==> src/verilog/mips_pkg.sv <==
// shared types and constants; memories are 64 words each and only the listed MIPS subset decodes
package mips_pkg;

    typedef logic [31:0] word_t;
    typedef logic [4:0]  reg_addr_t;
    typedef logic [2:0]  exc_code_t;

    localparam exc_code_t EXC_NONE       = 3'd0;
    localparam exc_code_t EXC_ILLEGAL    = 3'd1;
    localparam exc_code_t EXC_OVERFLOW   = 3'd2;
    localparam exc_code_t EXC_MISALIGN   = 3'd3;
    localparam exc_code_t EXC_WRITE_ZERO = 3'd7;

    // alu_op encodings
    localparam logic [1:0] ALU_ADDR  = 2'd0;   // address add without overflow check
    localparam logic [1:0] ALU_ADDI  = 2'd1;   // checked add
    localparam logic [1:0] ALU_FUNCT = 2'd2;   // r-type op picked by funct

    typedef struct packed {
        logic       reg_write;
        logic       dest_is_rd;
        logic       alu_src_imm;
        logic       mem_read;
        logic       mem_write;
        logic       mem_to_reg;
        logic       is_branch;
        logic       is_jump;
        logic [1:0] alu_op;
    } ctrl_t;

    localparam logic [5:0] OP_RTYPE = 6'h00;
    localparam logic [5:0] OP_J     = 6'h02;
    localparam logic [5:0] OP_BEQ   = 6'h04;
    localparam logic [5:0] OP_BNE   = 6'h05;
    localparam logic [5:0] OP_ADDI  = 6'h08;
    localparam logic [5:0] OP_LW    = 6'h23;
    localparam logic [5:0] OP_SW    = 6'h2b;

    localparam logic [5:0] FN_ADD = 6'h20;
    localparam logic [5:0] FN_SUB = 6'h22;
    localparam logic [5:0] FN_AND = 6'h24;
    localparam logic [5:0] FN_OR  = 6'h25;
    localparam logic [5:0] FN_SLT = 6'h2a;

    localparam word_t RESET_PC = 32'h0040_0000;

    localparam int IMEM_WORDS = 64;
    localparam int IMEM_AW    = 6;
    localparam int DMEM_WORDS = 64;
    localparam int DMEM_AW    = 6;   // indexed by address bits 7:2

endpackage

==> src/verilog/exception_ctrl.sv <==
// first fault wins and is held until reset; there is no handler vector or restart
`timescale 1ns/1ps

module exception_ctrl (
    input  logic                SYS_clk,
    input  logic                SYS_reset,
    input  mips_pkg::exc_code_t wb_cause,
    input  mips_pkg::word_t     wb_pc,
    output logic                freeze,
    output logic                halted,
    output mips_pkg::exc_code_t exc_cause,
    output mips_pkg::word_t     epc
);
    import mips_pkg::*;

    always_ff @(posedge SYS_clk or posedge SYS_reset)
    begin
        if (SYS_reset)
        begin
            halted    <= 1'b0;
            exc_cause <= EXC_NONE;
            epc       <= '0;
        end
        else if (!halted && wb_cause != EXC_NONE)
        begin
            halted    <= 1'b1;
            exc_cause <= wb_cause;
            epc       <= wb_pc;
        end
    end

    // freeze starts in the faulting cycle so younger work is flushed at once
    assign freeze = halted || (wb_cause != EXC_NONE);

endmodule

==> config.mk <==
export PLATFORM = sky130hd
export DESIGN_NAME = exception_ctrl
export DESIGN_NICKNAME = d
export VERILOG_FILES = /design/src/verilog/mips_pkg.sv /design/src/verilog/exception_ctrl.sv
export SDC_FILE = /design/constraint.sdc
export NUM_CORES = 1
export LEC_CHECK = 0
export ABC_AREA = 1
export BUFFER_PORTS_ARGS = -buffer_cell sky130_fd_sc_hd__buf_2
export CAP_MARGIN = 20
export CELL_PAD_IN_SITES_DETAIL_PLACEMENT = 0
export CELL_PAD_IN_SITES_GLOBAL_PLACEMENT = 1
export CORE_AREA = 2 2 71 73
export DETAILED_ROUTE_END_ITERATION = 10
export DIE_AREA = 0 0 73 75
export PLACE_DENSITY_LB_ADDON = 0.1
export SETUP_SLACK_MARGIN = 0.5
export SLEW_MARGIN = 20
export SYNTH_ARGS = -nofsm -noshare
export SYNTH_HDL_FRONTEND = slang
export SYNTH_SLANG_ARGS = --single-unit
==> constraint.sdc <==
create_clock -name SYS_clk -period 1.43 [get_ports SYS_clk]
set_clock_uncertainty 0.1 [all_clocks]
set_input_delay 0.2145 -clock SYS_clk [delete_from_list [all_inputs] [get_ports SYS_clk]]
set_output_delay 0.2145 -clock SYS_clk [all_outputs]
set_load 0.05 [all_outputs]
==> flow_summary.toml <==
[clocking]
cts_tree = "done"
cts_sinks = 36
clkTransAtPathRegs_ns = 0.07
clock_latency_ns = 0.28
htree_levels = 2
clock_path_buffers = 2
cts_buffers = 5
root_buffer = "clkbuf_8"

[cells_and_area]
stdcell_count = 320
multi_input_area_um2 = 538.0
insertedDiodeCount = 0
syn_to_final_growth_pct = 78.79
postLayoutCellArea_um2 = 2626
drive_above_1_share = 0.5226
utilization = 0.5635
fill_cells = 432
fin_nets = 302
seqCellArea_um2 = 902.1

[place]
gp_congestion = 0.6489
dpl.cell_count = 284
placed_cell_area_um2 = 1921
io_buffers = 73
place_hpwl_mm = 2.660

[worst_setup_path]
worst_r2r_path_depth = 7
timing.rr.start = "halted$_DFFE_PP0P_"
reg2reg_setup_slack_ns = 0.09
worst_ep_arrival_time_ns = 1.06
cp-start-kind = "flip-flop"
crit_fanout = 3
critPathKind = "reg -> out"
worstReg2RegEnd = "epc[5]$_DFFE_PP0P_"
worstPathRequired_ns = 1.12
setup.worst_path.end_class = "primary output"

[sta]
tns_ns = 0
rsz0062_at_grt = "true"
slew-limit-headroom = 0.7581
max_freq_mhz = 727.5
period_minus_slack_ns = 1.375
report.final.slew_viol_count = 0
setup_violations = 0
period_share = 0.9612
worst_slew_pin_slew_ns = 0.3620
hold_viol = 14
holdWs_ns = -0.2023

[yosys]
synth_nets = 196
ys_ff_latch = 36
yosys_warnings = 0
avgSynthCellArea_um2 = 9.238
yosysSeqAreaShare = 0.6133
synth_area_um2 = 1469
syn_inst = 159
ys_types = 11

[job]
cap_violations = 0

[floorplan]
fp.dieArea_um2 = 5475
ios = 74
die_y_um = 75
die_x_um = 73
num_rows = 25
core_area_um2 = 4661
initial_utilization = 0.3152

[drt]
drt-total-wl_mm = 4.254
route.detailed.drc = 0
first_iter_violations = 65
wl_per_cell_um = 13.29
postRouteAntennaNets = 0
drt_pass1_iterations = 2
vias_per_cell = 4.588
vias = 1468

[grt]
antenna_found_initial = 0
gr-usage-all-layers = 0.1574
grt_max_degree = 33
grt_overflow = 0
grt_pass1_vias = 1417
grt_pass1_wl_mm = 6.499

[outcome]
outcome = "finished, violations left"
violations = "negative hold slack"

[min_path]
hold_path_class = "in -> async"

[power]
power_density_nw_per_um2 = 703.6
leakagePower_nw = 1.490
ir_drop_v = 0.0004487
==> critical path: stages, from the launching register on <==
cell	delay (ns)
dfrtp_2	0.43
clkinv_4	0.10
nand2_8	0.06
nand2_8	0.05
buf_8	0.14
==> layer usage <==
| layer | vias to the layer above | share of wire | global-route usage |
|---|---|---|---|
| met5 | - | 0 | 0 |
| met4 | 0 | 0.012 | 0.04938 |
| met3 | 5 | 0.048 | 0.04685 |
| met2 | 42 | 0.51 | 0.2673 |
| met1 | 704 | 0.43 | 0.1934 |
| li1 | 717 | - | - |
==> final cells by class <==
cell class,count,area share
Clock buffer,8,0.03430
Timing Repair Buffer,109,0.3840
Sequential cell,36,0.3435
Inverter,3,0.007623
Multi-Input combinational cell,110,0.2049
Tap cell,54,0.02573
==> cells by family after synthesis <==
| group | Yosys count | share of synthesized area |
|---|---|---|
| DFF | 36 | 0.6133 |
| and+or+nand+nor | 110 | 0.3262 |
| buffers and inverters | 13 | 0.06047 |
==> cells in the final DEF, fill, tap and decap left out <==
cell type   count
nand2_1        57
buf_6          38
buf_2          36
dfrtp_1        35
nand3_1        32
buf_4          25
nand2_2        17
clkbuf_8        6
buf_12          4
clkbuf_16       3
nand2_8         2
clkbuf_1        2
buf_8           2
nor2_2          1
inv_1           1
nand2_4         1
clkinv_4        1
clkinvlp_4      1
buf_16          1
dfrtp_2         1
==> flip-flops by register name (all words and copies together), names as in the netlist <==
| name | count |
|---|---|
| epc | 32 |
| exc_cause | 3 |
| halted | 1 |
==> stage by stage <==
step | power [W] | worst slack (ns)
floorplan | 0.001068 | 0.1398
global placement | 0.001134 | 0.1903
detailed placement | 0.001135 | 0.1795
CTS | 0.001885 | 0.02688
global route | 0.001940 | 0.003364
finish | 0.001848 | 0.05546
==> worst max-delay path by stage <==
stage | from | end | slack (ns) | depth (start not counted)
floorplan | halted$_DFFE_PP0P_ | freeze | 0.14 | 4
global placement | halted$_DFFE_PP0P_ | freeze | 0.19 | 4
detailed placement | halted$_DFFE_PP0P_ | freeze | 0.18 | 4
CTS | halted$_DFFE_PP0P_ | freeze | 0.03 | 4
global route | halted$_DFFE_PP0P_ | freeze | 0.003 | 4
finish | halted$_DFFE_PP0P_ | freeze | 0.06 | 4
==> cell usage after synthesis (all sizes together) <==
cell type  number  share of area
buf            10          0.053
nand2          77           0.21
inv             3         0.0077
dfrtp          36           0.61
nand3          32           0.11
nor2            1         0.0043
==> repair_timing <==
item,CTS,global route
pin swaps,2,2
cloned,1,4
endpoints found under the hold margin,14,14
gates resized for setup,82,26
setup buffers,10,13
setup endpoints to repair,73,73
==> power breakdown <==
part,switching (W),internal [W]
clock network,0.000341,0.000393
registers,0,0.00102
logic,0.0000514,0.0000441
total,0.000393,0.00145
(Power assumes the default switching activity.)
