--- src/verilog/mips_pkg.sv ---
// shared types and constants; memories are 64 words each and only the listed MIPS subset decodes
package mips_pkg;

    typedef logic [31:0] word_t;
    typedef logic [4:0]  reg_addr_t;
    typedef logic [2:0]  exc_code_t;

    localparam exc_code_t EXC_NONE       = 3'd0;
    localparam exc_code_t EXC_ILLEGAL    = 3'd1;
    localparam exc_code_t EXC_OVERFLOW   = 3'd2;
    localparam exc_code_t EXC_MISALIGN   = 3'd3;
    localparam exc_code_t EXC_WRITE_ZERO = 3'd7;

    // alu_op encodings
    localparam logic [1:0] ALU_ADDR  = 2'd0;   // address add without overflow check
    localparam logic [1:0] ALU_ADDI  = 2'd1;   // checked add
    localparam logic [1:0] ALU_FUNCT = 2'd2;   // r-type op picked by funct

    typedef struct packed {
        logic       reg_write;
        logic       dest_is_rd;
        logic       alu_src_imm;
        logic       mem_read;
        logic       mem_write;
        logic       mem_to_reg;
        logic       is_branch;
        logic       is_jump;
        logic [1:0] alu_op;
    } ctrl_t;

    localparam logic [5:0] OP_RTYPE = 6'h00;
    localparam logic [5:0] OP_J     = 6'h02;
    localparam logic [5:0] OP_BEQ   = 6'h04;
    localparam logic [5:0] OP_BNE   = 6'h05;
    localparam logic [5:0] OP_ADDI  = 6'h08;
    localparam logic [5:0] OP_LW    = 6'h23;
    localparam logic [5:0] OP_SW    = 6'h2b;

    localparam logic [5:0] FN_ADD = 6'h20;
    localparam logic [5:0] FN_SUB = 6'h22;
    localparam logic [5:0] FN_AND = 6'h24;
    localparam logic [5:0] FN_OR  = 6'h25;
    localparam logic [5:0] FN_SLT = 6'h2a;

    localparam word_t RESET_PC = 32'h0040_0000;

    localparam int IMEM_WORDS = 64;
    localparam int IMEM_AW    = 6;
    localparam int DMEM_WORDS = 64;
    localparam int DMEM_AW    = 6;   // indexed by address bits 7:2

endpackage

--- src/verilog/hazard_unit.sv ---
// forwarding only from the memory stage; anything else in flight interlocks decode
`timescale 1ns/1ps

module hazard_unit (
    input  mips_pkg::reg_addr_t rs,
    input  mips_pkg::reg_addr_t rt,
    input  logic                use_rs,
    input  logic                use_rt,
    input  mips_pkg::reg_addr_t ex_dest,
    input  logic                ex_writes,
    input  logic                ex_is_load,
    input  mips_pkg::reg_addr_t mem_dest,
    input  logic                mem_writes,
    input  logic                mem_is_load,
    output logic                stall,
    output logic                fwd_rs,
    output logic                fwd_rt
);
    logic ex_hit;
    logic mem_rs_hit;
    logic mem_rt_hit;
    logic ex_alu_stall;
    logic ex_load_stall;
    logic mem_load_stall;

    assign ex_hit = ex_writes && (ex_dest != '0)
                    && ((use_rs && ex_dest == rs) || (use_rt && ex_dest == rt));

    assign mem_rs_hit = mem_writes && use_rs && (mem_dest != '0) && (mem_dest == rs);
    assign mem_rt_hit = mem_writes && use_rt && (mem_dest != '0) && (mem_dest == rt);

    // alu producer waits one cycle, a load waits here and again in memory
    assign ex_alu_stall   = ex_hit && !ex_is_load;
    assign ex_load_stall  = ex_hit && ex_is_load;
    assign mem_load_stall = mem_is_load && (mem_rs_hit || mem_rt_hit);

    assign stall  = ex_alu_stall || ex_load_stall || mem_load_stall;
    assign fwd_rs = mem_rs_hit && !mem_is_load;
    assign fwd_rt = mem_rt_hit && !mem_is_load;

endmodule

--- config.mk ---
export PLATFORM = sky130hd
export DESIGN_NAME = hazard_unit
export DESIGN_NICKNAME = d
export VERILOG_FILES = /design/src/verilog/mips_pkg.sv /design/src/verilog/hazard_unit.sv
export SDC_FILE = /design/constraint.sdc
export NUM_CORES = 1
export LEC_CHECK = 0
export ABC_AREA = 0
export BUFFER_PORTS_ARGS = -buffer_cell sky130_fd_sc_hd__buf_2
export CAP_MARGIN = 40
export CORE_AREA = 4 4 41 43
export DETAILED_ROUTE_END_ITERATION = 16
export DIE_AREA = 0 0 45 47
export GPL_ROUTABILITY_DRIVEN = 0
export PLACE_DENSITY = 0.57
export SYNTH_ARGS = -nofsm -noshare
export SYNTH_HDL_FRONTEND = slang
export SYNTH_SLANG_ARGS = --single-unit
--- constraint.sdc ---
create_clock -name vclk -period 1.49
set_clock_uncertainty 0.05 [all_clocks]
set_input_delay 0.149 -clock vclk [all_inputs]
set_output_delay 0.149 -clock vclk [all_outputs]
set_load 0.02 [all_outputs]
==> run_results.csv <==
group,metric,value,unit
die,die_height,47,microns
synthesis,syn_inst,37,
die,num_rows,13,
global_routing,grt_pass1_wl,1580,microns
die,dieArea,0.00212,sq mm
cells_and_area,ff_latch_area,0,sq um
setup_path,critical_path_class,"input port to output pin",
drt,wl_met3,140,microns
sta,fmax,649,MHz
synthesis,muxShareOfSynthArea,0,
global_routing,grt_pass1_vias,396,
die,start_util,0.222,
global_routing,antenna_found_initial,0,
cts,postCtsSetupBuffers,0,
die,core_region_area,0.00130,sq mm
sta,rsz0062_at_grt,"yes",
drt,ant_nets,0,
pwr,vdd_ir_drop_max,0.0976,mV
drt,wirelength,1020,microns
synthesis,yosysWarnings,0,
sta,period_share,1.03,
synthesis,avgSynthCellArea,7.81,sq um
cells_and_area,layout-drive-gt1-share,0.628,
global_routing,overflow,0,
setup_path,cp_max_fo,2,
die,die_w,45,microns
sta,drv_slew,0,
setup_path,worstPathArrival,1340,ps
min_path,worstHoldPathType,"input port to output pin",
drt,drc,0,
cells_and_area,flops_and_latches,0,
cells_and_area,multi_input_area,317,sq um
drt,firstDrtPassIters,1,
cells_and_area,post-route-util,0.493,
cells_and_area,n_antenna_cell,0,
drt,routed.top_layer,"met3",
run_status,outcome,"finished, violations left",
synthesis,syn_nets,63,
sta,tightest_slew,295,ps
drt,wl_met1,401,microns
synthesis,yosysSeqAreaShare,0,
drt,wire_per_inst,10.9,microns
setup_path,critPathRequiredTime,1290,ps
flow_run,maxCapViolCount,0,
drt,via_count,410,
global_routing,grt_max_degree,4,
global_routing,grt_use_total,0.0936,
sta,slew_headroom,0.802,
min_path,min_path_cells,3,
min_path,hold_path_startpoint,"mem_is_load",
cells_and_area,num-fill-cells,148,
cells_and_area,clkbuf_count,0,
sta,setup_viol_count_final,1,
drt,dr_wl_met2,476,microns
sta,report.final.hold_viol_count,0,
sta,finalWorstSetupSlack,-50.1,ps
cells_and_area,nNetsFinal,106,
run_status,violations,"negative setup slack",
die,io_pins,29,
synthesis,synth-compound-area-share,0.130,
setup_path,endpoint_kind,"output pin",
synthesis,synth_adder_area_share,0,
placement,post-place-ws,-101,ps
placement,port-buffer-count,28,
synthesis,netlist_area,289,sq um
setup_path,crit_path_start_kind,"input port",
cells_and_area,area_growth,122,%
sta,timing.final.crit_period,1540,ps
pwr,leakagePower,0.303,nW
drt,drt_iter0_markers,0,
min_path,worstHoldEndpoint,"fwd_rt",
synthesis,yosys.area_share.simple,0.251,
pwr,powerDensity,245,mW/mm^2
sta,holdWs,549,ps
synthesis,synth_top_family_by_area,"XOR/XNOR gates",
synthesis,synth_xor_area_frac,0.606,
synthesis,yosysUniqueCellTypes,13,
drt,viasPerCell,4.41,
==> timing repair <==
item,in CTS,in global routing
resized for setup,7,15
hold buffers,0,0
setup endpoints to repair,3,3
pin swaps,6,12
==> area by class of cell <==
cell class	count	area share
Multi-Input combinational cell	36	0.493
Timing Repair Buffer	41	0.472
Tap cell	15	0.0292
Inverter	1	0.00585
==> logic make-up (layout without fill, tap and decap cells) <==
| kind of cell | count (synthesis) | count (layout) |
|---|---|---|
| buffers and inverters | 1 | 42 |
| AO/OA/AOI/OAI | 5 | 5 |
| AND/OR/NAND/NOR | 11 | 11 |
| XOR/XNOR | 20 | 20 |
==> critical path: stages <==
cell	delay, ps
buf_6	90
buf_4	120
xor2_1	130
nor4_1	310
and3_1	200
a31oi_1	50
o21ai_2	160
buf_6	130
==> worst max-delay path by stage <==
| stage | from | to | slack (ps) | cells past startpoint |
|---|---|---|---|---|
| final | rt[4] | stall | -50 | 8 |
| after floorplan | rt[2] | fwd_rt | 120 | 4 |
| after global placement | rs[2] | stall | -90 | 7 |
| after detailed placement | rs[2] | stall | -100 | 7 |
| after global routing | mem_dest[0] | stall | -110 | 7 |
| after CTS | rt[2] | stall | -70 | 7 |
==> power breakdown <==
part / internal, mW / switching [mW] / total (mW) / leakage, nW
registers: 0 / 0 / 0 / 0
logic: 0.0922 / 0.0648 / 0.157 / 0.303
clock network: 0 / 0 / 0 / 0
total: 0.0922 / 0.0648 / 0.157 / 0.303
==> layout by cell type (no fill, tap or decap), drive strengths merged, types with 2 or more instances in the layout <==
master	count
xor2	16
xnor2	4
o21ai	3
buf	41
nor3	2
or4	2
nand3	2
nor4	4
==> metal layers <==
layer	vias up	global-route usage
met4	0	0
li1	215	-
met2	19	0.181
met1	176	0.117
met5	-	0
met3	0	0.0115
==> synthesized netlist by cell type <==
cell type   n  area share
xor2_1     16        0.48
nor4_2      1       0.043
and3_1      1       0.022
or4_1       2       0.052
nor3_1      2       0.035
o21ai_0     1       0.017
xnor2_1     4        0.12
a31oi_1     1       0.022
inv_1       1       0.013
nor4_1      3       0.065
o21ai_2     2       0.061
nand3_1     2       0.035
a211o_1     1       0.030
==> per-stage QoR <==
step | instances | area [sq um] | power (mW) | setup TNS, ps
6_report | 93 | 642 | 0.157 | -50.1
5_1_grt | 93 | 642 | 0.171 | -178
4_1_cts | 93 | 573 | 0.140 | -76.3
3_5_place_dp | 93 | 546 | 0.135 | -207
3_3_place_gp | 93 | 546 | 0.133 | -159
2_1_floorplan | 37 | 289 | 0.0507 | 0
(Power assumes the default switching activity.)
