`src/verilog/mips_pkg.sv`:
```
// shared types and constants; memories are 64 words each and only the listed MIPS subset decodes
package mips_pkg;

    typedef logic [31:0] word_t;
    typedef logic [4:0]  reg_addr_t;
    typedef logic [2:0]  exc_code_t;

    localparam exc_code_t EXC_NONE       = 3'd0;
    localparam exc_code_t EXC_ILLEGAL    = 3'd1;
    localparam exc_code_t EXC_OVERFLOW   = 3'd2;
    localparam exc_code_t EXC_MISALIGN   = 3'd3;
    localparam exc_code_t EXC_WRITE_ZERO = 3'd7;

    // alu_op encodings
    localparam logic [1:0] ALU_ADDR  = 2'd0;   // address add without overflow check
    localparam logic [1:0] ALU_ADDI  = 2'd1;   // checked add
    localparam logic [1:0] ALU_FUNCT = 2'd2;   // r-type op picked by funct

    typedef struct packed {
        logic       reg_write;
        logic       dest_is_rd;
        logic       alu_src_imm;
        logic       mem_read;
        logic       mem_write;
        logic       mem_to_reg;
        logic       is_branch;
        logic       is_jump;
        logic [1:0] alu_op;
    } ctrl_t;

    localparam logic [5:0] OP_RTYPE = 6'h00;
    localparam logic [5:0] OP_J     = 6'h02;
    localparam logic [5:0] OP_BEQ   = 6'h04;
    localparam logic [5:0] OP_BNE   = 6'h05;
    localparam logic [5:0] OP_ADDI  = 6'h08;
    localparam logic [5:0] OP_LW    = 6'h23;
    localparam logic [5:0] OP_SW    = 6'h2b;

    localparam logic [5:0] FN_ADD = 6'h20;
    localparam logic [5:0] FN_SUB = 6'h22;
    localparam logic [5:0] FN_AND = 6'h24;
    localparam logic [5:0] FN_OR  = 6'h25;
    localparam logic [5:0] FN_SLT = 6'h2a;

    localparam word_t RESET_PC = 32'h0040_0000;

    localparam int IMEM_WORDS = 64;
    localparam int IMEM_AW    = 6;
    localparam int DMEM_WORDS = 64;
    localparam int DMEM_AW    = 6;   // indexed by address bits 7:2

endpackage

```
`src/verilog/fetch_unit.sv`:
```
// instruction memory is indexed by pc bits 7:2 only and is loaded through the program port
`timescale 1ns/1ps

module fetch_unit (
    input  logic                         SYS_clk,
    input  logic                         SYS_reset,
    input  logic                         stall,
    input  logic                         freeze,
    input  logic                         redirect,
    input  mips_pkg::word_t              redirect_pc,
    input  logic                         prog_we,
    input  logic [mips_pkg::IMEM_AW-1:0] prog_addr,
    input  mips_pkg::word_t              prog_data,
    output mips_pkg::word_t              d_instr,
    output mips_pkg::word_t              d_pc
);
    import mips_pkg::*;

    word_t pc;
    word_t imem [IMEM_WORDS];
    word_t f_instr;

    assign f_instr = imem[pc[IMEM_AW+1:2]];

    always_ff @(posedge SYS_clk)
    begin
        if (prog_we)
        begin
            imem[prog_addr] <= prog_data;
        end
    end

    always_ff @(posedge SYS_clk or posedge SYS_reset)
    begin
        if (SYS_reset)
        begin
            pc      <= RESET_PC;
            d_instr <= '0;
        end
        else if (freeze)
        begin
            d_instr <= '0;   // pc holds while frozen
        end
        else if (!stall)
        begin
            pc      <= redirect ? redirect_pc : pc + 32'd4;
            d_instr <= redirect ? '0 : f_instr;   // kill the wrong-path word
        end
    end

    always_ff @(posedge SYS_clk)
    begin
        if (!stall)
        begin
            d_pc <= pc;
        end
    end

endmodule

```
`config.mk`:
```
export PLATFORM = sky130hd
export DESIGN_NAME = fetch_unit
export DESIGN_NICKNAME = d
export VERILOG_FILES = /design/src/verilog/mips_pkg.sv /design/src/verilog/fetch_unit.sv
export SDC_FILE = /design/constraint.sdc
export NUM_CORES = 2
export LEC_CHECK = 0
export BUFFER_PORTS_ARGS = -buffer_cell sky130_fd_sc_hd__buf_4
export CORE_ASPECT_RATIO = 0.7
export CORE_MARGIN = 5
export CORE_UTILIZATION = 55
export CTS_CLUSTER_DIAMETER = 50
export DETAILED_ROUTE_END_ITERATION = 6
export PLACE_DENSITY = 0.82
export SYNTH_ARGS = -nofsm -noshare
export SYNTH_HDL_FRONTEND = slang
export SYNTH_SLANG_ARGS = --single-unit
```
`constraint.sdc`:
```
create_clock -name SYS_clk -period 2.7 [get_ports SYS_clk]
set_input_delay 0.54 -clock SYS_clk [delete_from_list [all_inputs] [get_ports SYS_clk]]
set_output_delay 0.54 -clock SYS_clk [all_outputs]
set_load 0.02 [all_outputs]
```
==> results.sh <==
export IMPL_status="finished with violations"
export IMPL_violations="negative setup slack"
export IMPL_clk_path_buf_depth=3
export IMPL_area_delta_synth_final_pct=17.58
export IMPL_grt_overflow=0
export IMPL_drv_cap=0
export IMPL_die_w_um=472.2
export IMPL_cts_reportedPaths_clkPinSlew_ns=0.07
export IMPL_use_met3_pct=10.08
export IMPL_worst_slack_ns=-0.05363
export IMPL_maxSlewViolCount=0
export IMPL_finalHoldViolCount=0
export IMPL_port_buffers=139
export IMPL_rr_worst_depth=7
export IMPL_end_kind="flip-flop"
export IMPL_ctsHtreeMaxLevel=4
export IMPL_power_frac_clock_pct=36.3
export IMPL_die_h_um=333.5
export IMPL_dp_hpwl_um=137400
export IMPL_hp_start="redirect_pc[6]"
export IMPL_maxSlewHeadroom_pct=27.19
export IMPL_core_rowCount=118
export IMPL_p_sw_mw=19.21
export IMPL_async_flop_share_pct=2.985
export IMPL_skew_ns=0.03749
export IMPL_setup_viol=3
export IMPL_synth_cell_type_count=66
export IMPL_grt_start_max_net_pins=65
export IMPL_drive_above_1_share_pct=31.83
export IMPL_numCtsBuffers=185
export IMPL_regToRegEndpoint="d_instr[14]$_DFFE_PP0P_"
export IMPL_hold_path_endpoint="pc[6]$_DFFE_PP0P_"
export IMPL_dr_pass1_iters=6
export IMPL_synthesis_area_mm2=0.08224
export IMPL_clock_sinks=2144
export IMPL_p_per_area_mw_per_mm2=791.2
export IMPL_grt_busiest_layer="met2"
export IMPL_min_period_over_period_pct=102.0
export IMPL_combPwrFrac_pct=15.1
export IMPL_fin_util_pct=65.23
export IMPL_use_met2_pct=44.87
export IMPL_final_common_cell="edfxtp_1"
export IMPL_start_util_pct=55.48
export IMPL_yosysTopAreaCellShare_pct=75.95
export IMPL_ir_drop_mv=0.8668
export IMPL_first_iter_violations=8122
export IMPL_synth_area_leaders="edfxtp_1 76%, mux4_2 12%, mux2i_1 2.4%"
export IMPL_tns_ns=-0.1145
export IMPL_drtAntennaViolNets=0
export IMPL_setup_worst_path_start_class="flip-flop"
export IMPL_drc=0
export IMPL_r2r_slack_ns=-0.05
export IMPL_antenna_found_initial=19
export IMPL_timing_hold_worst_path_depth=3
export IMPL_fin_nets=4452
export IMPL_wire_per_inst_um=37.22
export IMPL_synth_flop_cell="edfxtp_1"
export IMPL_pin_count=140
export IMPL_dieArea_mm2=0.1575
export IMPL_fillers=8856
export IMPL_track_usage_pct=30.57
export IMPL_r2r_start="pc[3]$_DFFE_PP0P_"
export IMPL_grt_use_met1_pct=42.20
export IMPL_grt_pass1_wl_um=339200
export IMPL_grt_pass1_vias=44910
export IMPL_period_minus_slack_ns=2.754
export IMPL_rsz0062_at_grt="yes"
export IMPL_min_path_type="input port to flip-flop"
export IMPL_synth_edf_count=2080
export IMPL_gp_congestion=0.9477
export IMPL_ys_seq_elements=2144
export IMPL_insertion_delay_ns=0.84
export IMPL_critPathMaxFanout=24
export IMPL_p_sw_share_pct=25.11
export IMPL_finalWirelength_um=242800
export IMPL_fmax_ghz=0.3632
export IMPL_syn_avg_cell_area_um2=21.56
export IMPL_yosys_warnings=0
export IMPL_synthesis_nets=3892
export IMPL_viasPerCell=6.991
export IMPL_clockRootBuffer="clkbuf_16"
export IMPL_tightest_slew_ns=1.090
export IMPL_leakagePower_nw=31.19
export IMPL_synth_cells=3815
export IMPL_seqPwrFrac_pct=48.7
export IMPL_cts_tree="yes"
export IMPL_layout_common_cells="2080 x edfxtp_1, 452 x mux4_2, 437 x buf_4"
export IMPL_crit_type="flip-flop to flip-flop"
export IMPL_coreArea_mm2=0.1482
export IMPL_vias=45610
export IMPL_critical_path_arrival_ns=3.48
export IMPL_p_int_mw=57.29
export IMPL_cp_required_ns=3.42
export IMPL_synth_seq_area_share_pct=77.90
export IMPL_yosysTopAreaCell="edfxtp_1"
-- cell type report --
cell class / count / area [µm²] / share of cell area, %
inverters: 9 / 35.03 / 0.03623
flip-flops and latches: 2144 / 64080 / 66.26
well taps: 1980 / 2477 / 2.562
clock buffers: 234 / 5050 / 5.222
multi-input cells: 1446 / 17760 / 18.37
diodes: 10 / 25.02 / 0.02588
repair buffers: 589 / 6023 / 6.229
clock inverters: 112 / 1250 / 1.293
-- registers in the layout (all words and copies together) (netlist names) --
signal / cells
imem: 2048
d_instr: 32
d_pc: 32
pc: 32
-- timing repair --
| item | 4_1_cts | 5_1_grt |
|---|---|---|
| hold buffers | 30 | 0 |
| pin swaps | 1 | 1 |
| buffers inserted | 6 | 9 |
| hold endpoints to repair | 58 | 0 |
| gates cloned | 2 | 3 |
| resized for setup | 31 | 49 |
| endpoints found under the setup margin | 37 | 30 |
-- critical path: stages, from the launching register on --
cell     delay (ns)
dfrtp_4        0.45
buf_12         0.16
buf_6          0.26
buf_12         0.26
mux4_2         0.56
mux2i_1        0.30
a21oi_1        0.22
a221o_1        0.39
-- metrics by stage --
stage / hold WS [ns] / power, mW / worst slack [ns] / std cells / instance area (µm²)
detailed placement: 0.4438 / 48.47 / -0.2418 / 6118 / 89470
global placement: 0.4375 / 48.18 / -0.2268 / 6118 / 89470
CTS: 0.03325 / 76.00 / 0.006306 / 6502 / 96320
global route: 0.07691 / 78.45 / -0.1216 / 6522 / 96690
floorplan: 0.4231 / 43.79 / -0.3372 / 3815 / 82250
finish: 0.07765 / 76.51 / -0.05363 / 6524 / 96700
-- layer usage --
| layer | routed length, µm | vias to the layer above |
|---|---|---|
| li1 | - | 17240 |
| met1 | 80280 | 23240 |
| met2 | 109400 | 4420 |
| met3 | 39800 | 705 |
| met4 | 13270 | 8 |
| met5 | 53 | - |
-- power groups by stage --
stage	registers, mW	logic (mW)	clock network [mW]
after floorplan	37.9	5.90	0
after global placement	37.9	10.3	0
after detailed placement	38.0	10.5	0
after CTS	37.2	11.0	27.8
after global routing	37.2	11.9	29.3
final	37.2	11.5	27.7
-- synthesized netlist by cell type (all sizes together), types with 2 or more instances --
master      n
inv         7
o221ai     24
nand2b      6
dfrtp      63
mux4      452
o211ai     13
edfxtp   2080
and3       12
nor2b      20
mux2       14
a2111oi     8
nand2     119
a311oi      5
mux2i     196
o22ai      29
o41ai       4
clkinv      2
and4        2
a211oi     16
or2         2
nand4      11
or3         4
o21ai      34
nor3       16
and2        7
buf       137
nor4        7
a22oi     110
o31ai       2
nor2      126
a31oi       3
a22o       22
a32oi       6
a311o       3
a221oi     22
nand3b      3
nand3      35
a21oi      74
clkbuf     79
a221o      24
-- how the worst max path moves through the flow --
stage                            startpoint                       to  slack, ns
final                     pc[3]$_DFFE_PP0P_  d_instr[14]$_DFFE_PP0P_      -0.05
after global placement    pc[3]$_DFFE_PP0P_  d_instr[22]$_DFFE_PP0P_      -0.23
after detailed placement  pc[3]$_DFFE_PP0P_  d_instr[22]$_DFFE_PP0P_      -0.24
after global routing      pc[3]$_DFFE_PP0P_   d_instr[5]$_DFFE_PP0P_      -0.12
after CTS                 pc[3]$_DFFE_PP0P_  d_instr[20]$_DFFE_PP0P_      0.006
after floorplan                prog_addr[1]    imem[59][0]$_DFFE_PP_      -0.34
-- kinds of logic after synthesis --
family          count (synthesis)  synth area share, %
compound gates                409                3.610
fa+ha+maj                       1              0.01521
buf+inv                       225                1.413
flops                        2144                77.90
mux                           662                14.96
simple gates                  374                2.110
No activity file was read; power rests on OpenSTA's default activity.
