[src/verilog/mips_pkg.sv]
// shared types and constants; memories are 64 words each and only the listed MIPS subset decodes
package mips_pkg;

    typedef logic [31:0] word_t;
    typedef logic [4:0]  reg_addr_t;
    typedef logic [2:0]  exc_code_t;

    localparam exc_code_t EXC_NONE       = 3'd0;
    localparam exc_code_t EXC_ILLEGAL    = 3'd1;
    localparam exc_code_t EXC_OVERFLOW   = 3'd2;
    localparam exc_code_t EXC_MISALIGN   = 3'd3;
    localparam exc_code_t EXC_WRITE_ZERO = 3'd7;

    // alu_op encodings
    localparam logic [1:0] ALU_ADDR  = 2'd0;   // address add without overflow check
    localparam logic [1:0] ALU_ADDI  = 2'd1;   // checked add
    localparam logic [1:0] ALU_FUNCT = 2'd2;   // r-type op picked by funct

    typedef struct packed {
        logic       reg_write;
        logic       dest_is_rd;
        logic       alu_src_imm;
        logic       mem_read;
        logic       mem_write;
        logic       mem_to_reg;
        logic       is_branch;
        logic       is_jump;
        logic [1:0] alu_op;
    } ctrl_t;

    localparam logic [5:0] OP_RTYPE = 6'h00;
    localparam logic [5:0] OP_J     = 6'h02;
    localparam logic [5:0] OP_BEQ   = 6'h04;
    localparam logic [5:0] OP_BNE   = 6'h05;
    localparam logic [5:0] OP_ADDI  = 6'h08;
    localparam logic [5:0] OP_LW    = 6'h23;
    localparam logic [5:0] OP_SW    = 6'h2b;

    localparam logic [5:0] FN_ADD = 6'h20;
    localparam logic [5:0] FN_SUB = 6'h22;
    localparam logic [5:0] FN_AND = 6'h24;
    localparam logic [5:0] FN_OR  = 6'h25;
    localparam logic [5:0] FN_SLT = 6'h2a;

    localparam word_t RESET_PC = 32'h0040_0000;

    localparam int IMEM_WORDS = 64;
    localparam int IMEM_AW    = 6;
    localparam int DMEM_WORDS = 64;
    localparam int DMEM_AW    = 6;   // indexed by address bits 7:2

endpackage

[src/verilog/memory_unit.sv]
// data memory uses address bits 7:2 only, higher bits alias; stores are dropped while frozen
`timescale 1ns/1ps

module memory_unit (
    input  logic                SYS_clk,
    input  logic                SYS_reset,
    input  logic                freeze,
    input  mips_pkg::ctrl_t     m_ctrl,
    input  mips_pkg::word_t     m_alu,
    input  mips_pkg::word_t     m_store_data,
    input  mips_pkg::reg_addr_t m_dest,
    input  mips_pkg::word_t     m_pc,
    input  logic                m_misaligned,
    input  mips_pkg::exc_code_t m_cause,
    output mips_pkg::reg_addr_t mem_dest,
    output logic                mem_writes,
    output logic                mem_is_load,
    output mips_pkg::word_t     mem_fwd_data,
    output logic                wb_we,
    output mips_pkg::reg_addr_t wb_reg,
    output mips_pkg::word_t     wb_data,
    output mips_pkg::exc_code_t wb_cause,
    output mips_pkg::word_t     wb_pc
);
    import mips_pkg::*;

    word_t              dmem [DMEM_WORDS];
    logic [DMEM_AW-1:0] addr;
    logic               misalign;
    exc_code_t          cause;
    logic               w_reg_write;
    logic               w_mem_to_reg;
    exc_code_t          w_cause;
    word_t              w_load;
    word_t              w_alu;

    assign addr     = m_alu[DMEM_AW+1:2];
    assign misalign = (m_ctrl.mem_read || m_ctrl.mem_write) && m_misaligned;
    assign cause    = (m_cause != EXC_NONE) ? m_cause : misalign ? EXC_MISALIGN : EXC_NONE;

    assign mem_dest     = m_dest;
    assign mem_writes   = m_ctrl.reg_write;
    assign mem_is_load  = m_ctrl.mem_read;
    assign mem_fwd_data = m_alu;

    always_ff @(posedge SYS_clk or posedge SYS_reset)
    begin
        if (SYS_reset)
        begin
            for (int i = 0; i < DMEM_WORDS; i++)
            begin
                dmem[i] <= '0;
            end
        end
        else if (m_ctrl.mem_write && cause == EXC_NONE && !freeze)
        begin
            dmem[addr] <= m_store_data;
        end
    end

    always_ff @(posedge SYS_clk or posedge SYS_reset)
    begin
        if (SYS_reset)
        begin
            w_reg_write  <= 1'b0;
            w_mem_to_reg <= 1'b0;
            w_cause      <= EXC_NONE;
        end
        else if (freeze)
        begin
            w_reg_write  <= 1'b0;
            w_mem_to_reg <= 1'b0;
            w_cause      <= EXC_NONE;
        end
        else
        begin
            w_reg_write  <= m_ctrl.reg_write && cause == EXC_NONE;
            w_mem_to_reg <= m_ctrl.mem_to_reg;
            w_cause      <= cause;
        end
    end

    always_ff @(posedge SYS_clk)
    begin
        w_load <= dmem[addr];
        w_alu  <= m_alu;
        wb_reg <= m_dest;
        wb_pc  <= m_pc;
    end

    assign wb_data  = w_mem_to_reg ? w_load : w_alu;
    assign wb_cause = (w_cause != EXC_NONE) ? w_cause
                    : (w_reg_write && wb_reg == '0) ? EXC_WRITE_ZERO : EXC_NONE;
    assign wb_we    = w_reg_write && wb_cause == EXC_NONE;

endmodule

[config.mk]
export PLATFORM = sky130hd
export DESIGN_NAME = memory_unit
export DESIGN_NICKNAME = d
export VERILOG_FILES = /design/src/verilog/mips_pkg.sv /design/src/verilog/memory_unit.sv
export SDC_FILE = /design/constraint.sdc
export NUM_CORES = 2
export LEC_CHECK = 0
export ABC_AREA = 1
export CORE_MARGIN = 4
export CORE_UTILIZATION = 30
export CTS_CLUSTER_SIZE = 28
export DETAILED_ROUTE_END_ITERATION = 8
export DONT_BUFFER_PORTS = 1
export GPL_ROUTABILITY_DRIVEN = 0
export SETUP_SLACK_MARGIN = 0.05
export SKIP_CTS_REPAIR_TIMING = 1
export SLEW_MARGIN = 40
export SYNTH_ARGS = -nofsm -noshare
export SYNTH_HDL_FRONTEND = slang
export SYNTH_SLANG_ARGS = --single-unit
export TNS_END_PERCENT = 30
[constraint.sdc]
create_clock -name SYS_clk -period 102.2 [get_ports SYS_clk]
set_input_delay 30.66 -clock SYS_clk [delete_from_list [all_inputs] [get_ports SYS_clk]]
set_output_delay 30.66 -clock SYS_clk [all_outputs]
set_load 0.01 [all_outputs]
==> out/qor_table.md <==
| Quantity | Value |
| --- | --- |
| Critical Path RT | 71.54 ns |
| Fill count | 35.27k |
| Worst-Margin Slew | 1.152 ns |
| Status | finished, final reports clean |
| Max-capacitance violation count | 0 |
| Yosys Warn Count | 0 |
| Clock power frac | 48.4% |
| First-pass GRT wire length | 470,300 um |
| Wirelength, routed | 306,300 um |
| Die height | 588.0 um |
| Post-detailed-placement half-perimeter wirelength | 154,800 um |
| Overall Power | 0.001913 W |
| Reported net switching power | 0.0004710 W |
| Proportion of synthesized chip area in sequential cells | 52.90% |
| Residual antenna-violating net count after detailed routing | 0 |
| Min cycle time layout | 61.34 ns |
| Max VDD drop | 0.01326 mV |
| Relative slew slack | 23.21% |
| Most instantiated library cell after synthesis | sky130_fd_sc_hd__nand2_1 |
| Reg2reg setup slack | 99.87 ns |
| Unrepaired setup endpoints after global routing | no |
| CTS H-tree depth | 4 |
| Aggregate global-route resource usage | 17.33% |
| Total number of nets in the final design | 12.85k |
| Worst Hold Class | reg -> reg |
| Setup skew after layout | 0.1011 ns |
| Crit end category | primary output |
| Die X | 588.0 um |
| Number of sinks driven by the clock tree | 2,154 |
| Synth Area per Inst | 7.557 sq um |
| Aggregate global routing overflow | 0 |
| Finished Cell Area | 0.1133 sq mm |
| Buffers added on ports | 0 |
| Count of standard-cell rows | 212 |
| Arr. time, crit path | 30.68 ns |
| Setup-violating endpoint count in the final report | 0 |
| TritonCTS clock tree | built |
| Synth-to-Final Area Change | 12.29% |
| First-pass DRT Iterations | 6 |
| Slew Viols, Final | 0 |
| Count of boundary I/O pins | 230 |
| CTS root buf | sky130_fd_sc_hd__clkbuf_16 |
| Area leader, netlist | sky130_fd_sc_hd__dfrtp_1 |
| Area share of the largest cell type after synthesis | 50.90% |
| Source-to-sink clock delay at the later pin of the worst-skew pair | 0.96 ns |
| Share of the clock period used by the worst path after layout | 60.02% |
| Leakage | 53.75 nW |
| Synth async-reset ratio | 95.31% |
| Nets in the synthesized netlist | 13.48k |
| Antenna violations before repair | 20 |
| Category of the worst setup path launch point | input pin |
| Floorplan core area | 0.3342 sq mm |
| Combinational group share of total power | 6.2% |
| Number of hold-slack violations in the final timing report | 0 |
| Count of distinct cell types in the synthesized netlist | 27 |
| Switch share | 24.62% |
| Proportion of layout cells with a drive suffix above 1 | 6.199% |
| Reg power frac | 45.5% |
| DR WL/cell | 17.64 um |
| Met2 wire len | 139,800 um |
| Clock transition time at the flip-flop clock pins of the worst setup and hold paths | 0.06 ns |
| Largest buffer count on any clock path | 4 |
| Cell count after synthesis | 13.36k |
| Area enclosed by the die boundary | 0.3458 sq mm |
| DRC viols | 0 |
| Number of synthesized flops with an enable pin | 0 |
| Post-synth top flop | sky130_fd_sc_hd__dfrtp_1 |
| Number of vias per cell | 4.648 |
| Top reg by flops | dmem |
| Number of synthesized register bits | 2,154 |
| Area post-placement | 0.1043 sq mm |
| Cell types occupying the most area after synthesis | sky130_fd_sc_hd__dfrtp_1 (51%), sky130_fd_sc_hd__nand2_1 (17%), sky130_fd_sc_hd__o21ai_0 (10%) |
| Fmax | 16.30 MHz |
| Met3 wire length | 18,280 um |
| Setup TNS after final layout | 0 ns |
| Maximum number of pins on one net before global-route repair | 1,160 |
| Number of flip-flops in the largest register | 2,048 |
| Routed via count | 80.71k |
| Highest routing layer actually used | met5 |
| Commonest cells post-synth | sky130_fd_sc_hd__nand2_1 (4,634), sky130_fd_sc_hd__o21ai_0 (2,077), sky130_fd_sc_hd__dfrtp_1 (2,053), sky130_fd_sc_hd__inv_1 (1,872), sky130_fd_sc_hd__nand3_1 (961) |
| Path type of the worst setup path | in -> out |
| Initial core utilization | 30.20% |
| DRC violation total after the first TritonRoute iteration | 8,282 |
| Crit-path max FO | 28 |
| Vias in the first global route | 75.34k |
| Internal power | 0.001442 W |
| Cts bufs inserted | 245 |
| Final instance count without filler cells | 17.37k |
| Total routed wire length on the met1 layer | 138,800 um |
| DP Cell Count | 16.86k |
| Power per unit of standard cell area | 16.88 mW/mm^2 |
| Post-synth design cell area | 0.1009 sq mm |
| Utilization after layout | 33.91% |
## cell families after synthesis
logic type / after synthesis / share of synthesized area, %
compound gates: 2339 / 11.68
buf+inv: 2897 / 10.97
flops: 2154 / 52.90
simple gates: 5935 / 24.08
mux: 32 / 0.3570
## power groups by stage
stage                     sequential [W]  clock (W)  combinational, W
after floorplan                 0.000887          0         0.0000797
after global placement          0.000886          0          0.000108
after detailed placement        0.000885          0          0.000110
after CTS                       0.000870   0.000948          0.000111
after global routing            0.000871   0.000981          0.000132
final                           0.000870   0.000926          0.000118
## path summary, 6_finish.rpt
kind                                     to  depth (start not counted)        from
min reg2reg                      dmem[1461]                          2  dmem[1461]
max in group asynchronous         dmem[610]                          6   SYS_reset
max reg2reg                      w_load[13]                          7  dmem[1965]
min                              dmem[1461]                          2  dmem[1461]
min in group asynchronous         dmem[604]                          1   SYS_reset
max                        mem_fwd_data[25]                          0   m_alu[25]
## metal layers
metal  vias to the layer above  track usage [%]
met2                      2007            28.92
li1                      39844                -
met1                     38402            23.46
met3                       447            2.407
met4                        10            4.985
met5                         -                0
## cell type report
class                      count  area, sq um  area share [%]
sequential                  2154        53400           47.12
antenna                       41        102.6         0.09053
timing repair buffer         119         1465           1.293
clock inverter                99         1222           1.079
inverter                    1907         7196           6.349
tap                         4387         5489           4.843
clock buffer                 353         7267           6.412
multi-input combinational   8306        37190           32.82
## tightest hold or removal path, stage by stage (launching register included)
cell and delay (ns):
sky130_fd_sc_hd__dfrtp_1 0.33, sky130_fd_sc_hd__nand2_1 0.05, sky130_fd_sc_hd__o21ai_0 0.06
## layout by cell type (no fill, tap or decap), types with 69 or more instances in the layout
cell type,count
sky130_fd_sc_hd__dfxtp_1,101
sky130_fd_sc_hd__buf_4,69
sky130_fd_sc_hd__o21ai_0,2077
sky130_fd_sc_hd__nand3_1,961
sky130_fd_sc_hd__clkbuf_16,257
sky130_fd_sc_hd__nor2_1,138
sky130_fd_sc_hd__o21ai_1,227
sky130_fd_sc_hd__nand2_1,4625
sky130_fd_sc_hd__dfrtp_1,2052
sky130_fd_sc_hd__or2_2,125
sky130_fd_sc_hd__inv_1,1869
## through the flow
step	hold slack, ns	setup WS (ns)
after detailed placement	0.4648	40.86
after global placement	0.4575	40.86
after CTS	0.4794	40.86
after floorplan	0.4451	13.55
after global routing	0.4939	40.86
final	0.4749	40.86
Power figures use the tool's default switching activity.
