[src/verilog/mips_pkg.sv]
// shared types and constants; memories are 64 words each and only the listed MIPS subset decodes
package mips_pkg;

    typedef logic [31:0] word_t;
    typedef logic [4:0]  reg_addr_t;
    typedef logic [2:0]  exc_code_t;

    localparam exc_code_t EXC_NONE       = 3'd0;
    localparam exc_code_t EXC_ILLEGAL    = 3'd1;
    localparam exc_code_t EXC_OVERFLOW   = 3'd2;
    localparam exc_code_t EXC_MISALIGN   = 3'd3;
    localparam exc_code_t EXC_WRITE_ZERO = 3'd7;

    // alu_op encodings
    localparam logic [1:0] ALU_ADDR  = 2'd0;   // address add without overflow check
    localparam logic [1:0] ALU_ADDI  = 2'd1;   // checked add
    localparam logic [1:0] ALU_FUNCT = 2'd2;   // r-type op picked by funct

    typedef struct packed {
        logic       reg_write;
        logic       dest_is_rd;
        logic       alu_src_imm;
        logic       mem_read;
        logic       mem_write;
        logic       mem_to_reg;
        logic       is_branch;
        logic       is_jump;
        logic [1:0] alu_op;
    } ctrl_t;

    localparam logic [5:0] OP_RTYPE = 6'h00;
    localparam logic [5:0] OP_J     = 6'h02;
    localparam logic [5:0] OP_BEQ   = 6'h04;
    localparam logic [5:0] OP_BNE   = 6'h05;
    localparam logic [5:0] OP_ADDI  = 6'h08;
    localparam logic [5:0] OP_LW    = 6'h23;
    localparam logic [5:0] OP_SW    = 6'h2b;

    localparam logic [5:0] FN_ADD = 6'h20;
    localparam logic [5:0] FN_SUB = 6'h22;
    localparam logic [5:0] FN_AND = 6'h24;
    localparam logic [5:0] FN_OR  = 6'h25;
    localparam logic [5:0] FN_SLT = 6'h2a;

    localparam word_t RESET_PC = 32'h0040_0000;

    localparam int IMEM_WORDS = 64;
    localparam int IMEM_AW    = 6;
    localparam int DMEM_WORDS = 64;
    localparam int DMEM_AW    = 6;   // indexed by address bits 7:2

endpackage

[src/verilog/execute_unit.sv]
// overflow is checked for add, sub and addi only; load/store address adds wrap silently
`timescale 1ns/1ps

module execute_unit (
    input  logic                SYS_clk,
    input  logic                SYS_reset,
    input  logic                freeze,
    input  mips_pkg::ctrl_t     e_ctrl,
    input  mips_pkg::word_t     e_a,
    input  mips_pkg::word_t     e_b,
    input  mips_pkg::word_t     e_imm,
    input  mips_pkg::reg_addr_t e_dest,
    input  mips_pkg::word_t     e_pc,
    input  mips_pkg::exc_code_t e_cause,
    output mips_pkg::reg_addr_t ex_dest,
    output logic                ex_writes,
    output logic                ex_is_load,
    output mips_pkg::ctrl_t     m_ctrl,
    output mips_pkg::word_t     m_alu,
    output mips_pkg::word_t     m_store_data,
    output mips_pkg::reg_addr_t m_dest,
    output mips_pkg::word_t     m_pc,
    output logic                m_misaligned,
    output mips_pkg::exc_code_t m_cause
);
    import mips_pkg::*;

    word_t     alu_b;
    word_t     sum;
    word_t     diff;
    word_t     result;
    logic      add_ovf;
    logic      sub_ovf;
    logic      ovf;
    exc_code_t cause;

    assign alu_b   = e_ctrl.alu_src_imm ? e_imm : e_b;
    assign sum     = e_a + alu_b;
    assign diff    = e_a - alu_b;
    assign add_ovf = (e_a[31] == alu_b[31]) && (sum[31] != e_a[31]);
    assign sub_ovf = (e_a[31] != alu_b[31]) && (diff[31] != e_a[31]);

    always_comb
    begin
        result = sum;
        ovf    = 1'b0;
        case (e_ctrl.alu_op)
            ALU_ADDI: ovf = add_ovf;
            ALU_FUNCT:
            begin
                case (e_imm[5:0])   // funct sits in the low immediate bits
                    FN_ADD: ovf = add_ovf;
                    FN_SUB:
                    begin
                        result = diff;
                        ovf    = sub_ovf;
                    end
                    FN_AND:  result = e_a & alu_b;
                    FN_OR:   result = e_a | alu_b;
                    FN_SLT:  result = {31'd0, $signed(e_a) < $signed(alu_b)};
                    default: result = sum;
                endcase
            end
            default: ovf = 1'b0;
        endcase
    end

    // an older cause from decode wins
    assign cause = (e_cause != EXC_NONE) ? e_cause : ovf ? EXC_OVERFLOW : EXC_NONE;

    assign ex_dest    = e_dest;
    assign ex_writes  = e_ctrl.reg_write;
    assign ex_is_load = e_ctrl.mem_read;

    always_ff @(posedge SYS_clk or posedge SYS_reset)
    begin
        if (SYS_reset)
        begin
            m_ctrl  <= '0;
            m_cause <= EXC_NONE;
        end
        else if (freeze)
        begin
            m_ctrl  <= '0;
            m_cause <= EXC_NONE;
        end
        else
        begin
            m_ctrl  <= (cause != EXC_NONE) ? '0 : e_ctrl;   // faulting op goes on as a bubble
            m_cause <= cause;
        end
    end

    always_ff @(posedge SYS_clk)
    begin
        m_alu        <= result;
        m_store_data <= e_b;
        m_dest       <= e_dest;
        m_pc         <= e_pc;
        m_misaligned <= |result[1:0];
    end

endmodule

[config.mk]
export PLATFORM = sky130hd
export DESIGN_NAME = execute_unit
export DESIGN_NICKNAME = d
export VERILOG_FILES = /design/src/verilog/mips_pkg.sv /design/src/verilog/execute_unit.sv
export SDC_FILE = /design/constraint.sdc
export NUM_CORES = 1
export LEC_CHECK = 0
export ABC_AREA = 1
export BUFFER_PORTS_ARGS = -buffer_cell sky130_fd_sc_hd__buf_2
export CAP_MARGIN = 0
export CORE_MARGIN = 1
export CORE_UTILIZATION = 47
export DETAILED_ROUTE_END_ITERATION = 16
export PLACE_DENSITY = 0.78
export SLEW_MARGIN = 20
export SYNTH_ARGS = -nofsm -noshare
export SYNTH_HDL_FRONTEND = slang
export SYNTH_SLANG_ARGS = --single-unit
[constraint.sdc]
create_clock -name SYS_clk -period 0.8 [get_ports SYS_clk]
set_clock_uncertainty 0.05 [all_clocks]
set_input_delay 0.08 -clock SYS_clk [delete_from_list [all_inputs] [get_ports SYS_clk]]
set_output_delay 0.08 -clock SYS_clk [all_outputs]
set_load 0.02 [all_outputs]
==> metrics, run 1 <==
First Err=[ERROR GRT-0116] Global routing finished with congestion. Check the congestion regions in the DRC Viewer.; asr flop ratio synth=11.30%; grt ovf=27; # IOs=271; H-tree levels=4; syn nets=1512; Ys Warns=0; synthesized flop and latch total=115; Post-DP HPWL=26460 um; row count=48; clk buf depth=2; Syn Inst Count=1263; GRT Overall Usage=69.01%; Top FF cell, synth=dfxtp_1; Netlist Area Pre-Place=8523 um^2; cts bufs inserted=17; Chip Height=136.7 um; Syn Area/Cell=6.748 um^2; first-pass GRT wire length=95630 um; IO Port Bufs=270; global placement routability congestion=1.000; largest net degree at the start of global routing=21; clk sink count=115; Die W=136.7 um; area leader, netlist=dfxtp_1; vias in the first global route=15670; most frequent cell after synthesis=nand2_1; synth cell count leaders=229 x nand2_1, 194 x inv_1, 127 x a21oi_1; Synth area leaders=dfxtp_1 24%, ha_1 14%, nand2_1 10%; Fail Step=5_1_grt; status=stopped before the end; distinct cell type count after synthesis=48; Seq/Total Area, Yosys=27.77%; Initial Util=48.77%; Root Driver=clkbuf_16; top cell type's share of synthesized area=23.96%; Post-synth EDFFs=0
metrics by stage:
stage	setup TNS, ns	std cells	worst slack (ns)	instance area [um^2]	util [%]
after floorplan	-54.97	1263	-1.401	9163	-
after global placement	-73.11	2011	-1.858	12700	72.66
after detailed placement	-74.62	2011	-1.940	12700	72.66
after CTS	-71.80	2170	-1.208	16590	94.92
repair_timing:
action,4_1_cts
hold buffers,82
gates cloned,8
endpoints found under the hold margin,93
pin swaps,62
gates resized for setup,586
setup endpoints to repair,159
buffers inserted,40
cells by family after synthesis:
| logic type | Yosys count | share of synthesized area, % |
|---|---|---|
| AND/OR/NAND/NOR | 480 | 24.63 |
| flip-flops | 115 | 27.77 |
| buffers and inverters | 262 | 12.36 |
| AO/OA/AOI/OAI | 290 | 18.73 |
| XOR/XNOR | 16 | 1.644 |
| adder cells (fa/ha/maj) | 100 | 14.86 |
per-layer routing:
layer  overflow  global-route usage, %
met1          0                  68.56
met2          6                  88.61
met3          0                  51.81
met4         21                  65.86
met5          0                  24.72
==> run 2, diff against run 1 <==
--- a/config.mk
+++ b/config.mk
@@ -9,9 +9,9 @@
 export BUFFER_PORTS_ARGS = -buffer_cell sky130_fd_sc_hd__buf_2
 export CAP_MARGIN = 0
 export CORE_MARGIN = 1
-export CORE_UTILIZATION = 47
+export CORE_UTILIZATION = 40
 export DETAILED_ROUTE_END_ITERATION = 16
-export PLACE_DENSITY = 0.78
+export PLACE_DENSITY_LB_ADDON = 0.15
 export SLEW_MARGIN = 20
 export SYNTH_ARGS = -nofsm -noshare
 export SYNTH_HDL_FRONTEND = slang
==> constraint.sdc (replaced) <==
create_clock -name SYS_clk -period 1.04 [get_ports SYS_clk]
set_clock_uncertainty 0.05 [all_clocks]
set_input_delay 0.104 -clock SYS_clk [delete_from_list [all_inputs] [get_ports SYS_clk]]
set_output_delay 0.104 -clock SYS_clk [all_outputs]
set_load 0.02 [all_outputs]
==> run 2 against run 1 <==
The flow now finishes, with violations (setup timing). Synthesized cell count did not move. Synthesized area did not move.
==> metrics, run 2 <==
synth cell count leaders=229 x nand2_1, 194 x inv_1, 127 x a21oi_1 (unchanged); worst slew pin tran=1.098 ns; drt total wl=43100 um; largest net degree at the start of global routing=21; synth-to-layout area growth=103.0%; Fin Setup TNS=-43.08 ns; Design Area, Final=17300 um^2; crit start category=input port; failing checks=setup timing; most frequent cell after synthesis=nand2_1 (unchanged); Initial Util=40.67% (was 48.77%); unrepaired setup endpoints after global routing=true; Root Driver=clkbuf_16 (unchanged); CP Class=input port to flip-flop; Pre-Repair DR Iteration Count=9; f_max=0.4610 GHz; Regs by FF count=m_alu: 32 flops, m_pc: 32 flops, m_store_data: 32 flops; final net count=2210; period utilization=208.6%; synthesized flop and latch total=115 (unchanged); grt ovf=0; Vias=11820; row count=53 (was 48); Worst path max stage delay=0.19 ns; number of DRC markers in iteration 0=866; cell mode on critical path=nand2_2; CP Max Fanout=8; Final Util=82.55%; H-tree levels=4 (unchanged); cts bufs inserted=17 (unchanged); pre-CTS setup slack=-1.685 ns (was -1.940 ns); Multi-input gate area=7197 um^2; min cycle time layout=2.169 ns; Worst slew margin=26.23%; layout cell share with drive strength beyond 1=56.64%; Chip Height=148.0 um (was 136.7 um); # IOs=271 (unchanged); GRT met3 Usage=4.537%; top cell type's share of synthesized area=23.96% (unchanged); total placed instance area=12730 um^2 (was 12700 um^2); # Max-Cap Violations=0; Post-synth EDFFs=0 (unchanged); core area=20960 um^2; GRT Overall Usage=34.02%; # DRC=0; met1 usage=41.13%; routed len/inst=19.16 um; Pleak=0.008488 uW; clk sink count=115 (unchanged); Syn Area/Cell=6.748 um^2 (unchanged); Post-DP HPWL=25270 um (was 26460 um); M2 GR Usage=60.49%; CP max-delay cell=ha_1; syn nets=1512 (unchanged); antenna violations before repair=0; Ys Warns=0 (unchanged); Synth area leaders=dfxtp_1 24%, ha_1 14%, nand2_1 10% (unchanged); Worst Setup End Kind=flip-flop; Final ANT Viol Nets=0; first-pass GRT wire length=57750 um; clk buf depth=2 (unchanged); Die W=148.0 um (was 136.7 um); vias per cell=5.257; status=finished, violations left (was stopped before the end); Clock transition at path regs=0.07 ns; area leader, netlist=dfxtp_1 (unchanged); distinct cell type count after synthesis=48 (unchanged); Seq/Total Area, Yosys=27.77% (unchanged); CP arrival=2.48 ns; vias in the first global route=11010; Syn Inst Count=1263 (unchanged); PD cells=1272 nW/um^2; final setup violating endpoints=71; worst vdd ir=1.087 mV; crit-path cells=buf_16, buf_16, nand2_2, o21ai_4, buf_4, ha_1, nor2_1, nand2_1, nand3_1, nand2_2, nand2_4, nand2_4, nand2_4, nand2_2, nand2_2, nand3_2, nand3_2, nand2_2, nand2_4, nand2_8, nor2_2; Top FF cell, synth=dfxtp_1 (unchanged); Final WS setup=-1.129 ns; number of diodes=0; CTS tree=done; CP Data Required Time=1.35 ns; max-slew violation count=0; IO Port Bufs=270 (unchanged); Min-Delay Path Class=input port to flip-flop; most crowded layer after global routing=met2; total power draw=22000 uW; global placement routability congestion=0.9796 (was 1.000); fillcell total=1277; final hold violations=0; commonest non-fill, non-tap cells in the layout=368 x buf_4, 177 x inv_1, 157 x buf_2; Netlist Area Pre-Place=8523 um^2 (unchanged); asr flop ratio synth=11.30% (unchanged); commonest non-fill, non-tap cell in the layout=buf_4; die area=21900 um^2; Seq. cell area=2434 um^2
-- run 2: cell families after synthesis --
| kind of cell | count (synthesis) | synth area share (%) |
|---|---|---|
| and+or+nand+nor | 480 | 24.63 |
| AOI/OAI and AO/OA | 290 | 18.73 |
| buffers and inverters | 262 | 12.36 |
| DFF | 115 | 27.77 |
| adders and majority gates | 100 | 14.86 |
| xor gates and xnor gates | 16 | 1.644 |
-- run 2: critical path, delay by kind of cell --
family / cells / cell delay, ns
adder cells (fa/ha/maj): 1 / 0.19
buffers and inverters: 3 / 0.44
AO/OA/AOI/OAI: 1 / 0.09
AND/OR/NAND/NOR: 16 / 1.64
-- run 2: repair_timing --
item                                   CTS  global route
cloned                                   6             0
gates resized for setup                381           278
hold buffers                            82             0
pin swaps                               78            94
endpoints found under the hold margin   93             0
buffers inserted                        46            28
setup endpoints to repair              113           141
-- run 2: final timing paths --
check                            end       from  cells after the start
max                        m_ctrl[6]  e_ctrl[7]                     21
min                        m_ctrl[1]  e_ctrl[1]                      4
max in group asynchronous  m_ctrl[8]  SYS_reset                      3
min in group asynchronous  m_ctrl[9]  SYS_reset                      3
-- run 2: cell type report --
type,count,area share (%)
multi-input combinational,887,41.60
timing repair buffer,725,33.83
sequential,115,14.07
inverter,215,4.853
clock buffer,18,2.481
tap,275,1.989
clock inverter,14,1.179
-- run 2: per-layer routing --
metal | share of wire (%) | vias to the layer above
met3 | 7.3 | 171
met5 | 0 | -
met2 | 49 | 638
li1 | - | 5472
met4 | 4.8 | 0
met1 | 39 | 5542
-- run 2: stage by stage --
step | hold slack [ns] | instances
2_1_floorplan | -0.06904 | 1263
3_3_place_gp | 0.08548 | 2060
3_5_place_dp | 0.09181 | 2060
4_1_cts | 0.003256 | 2224
5_1_grt | 0.06294 | 2249
6_report | 0.07072 | 2249
-- run 2: power by group --
part,internal (uW),switching [uW]
Combinational,4810,5340
Clock,4050,2590
Sequential,4960,241
Power figures use the tool's default switching activity.
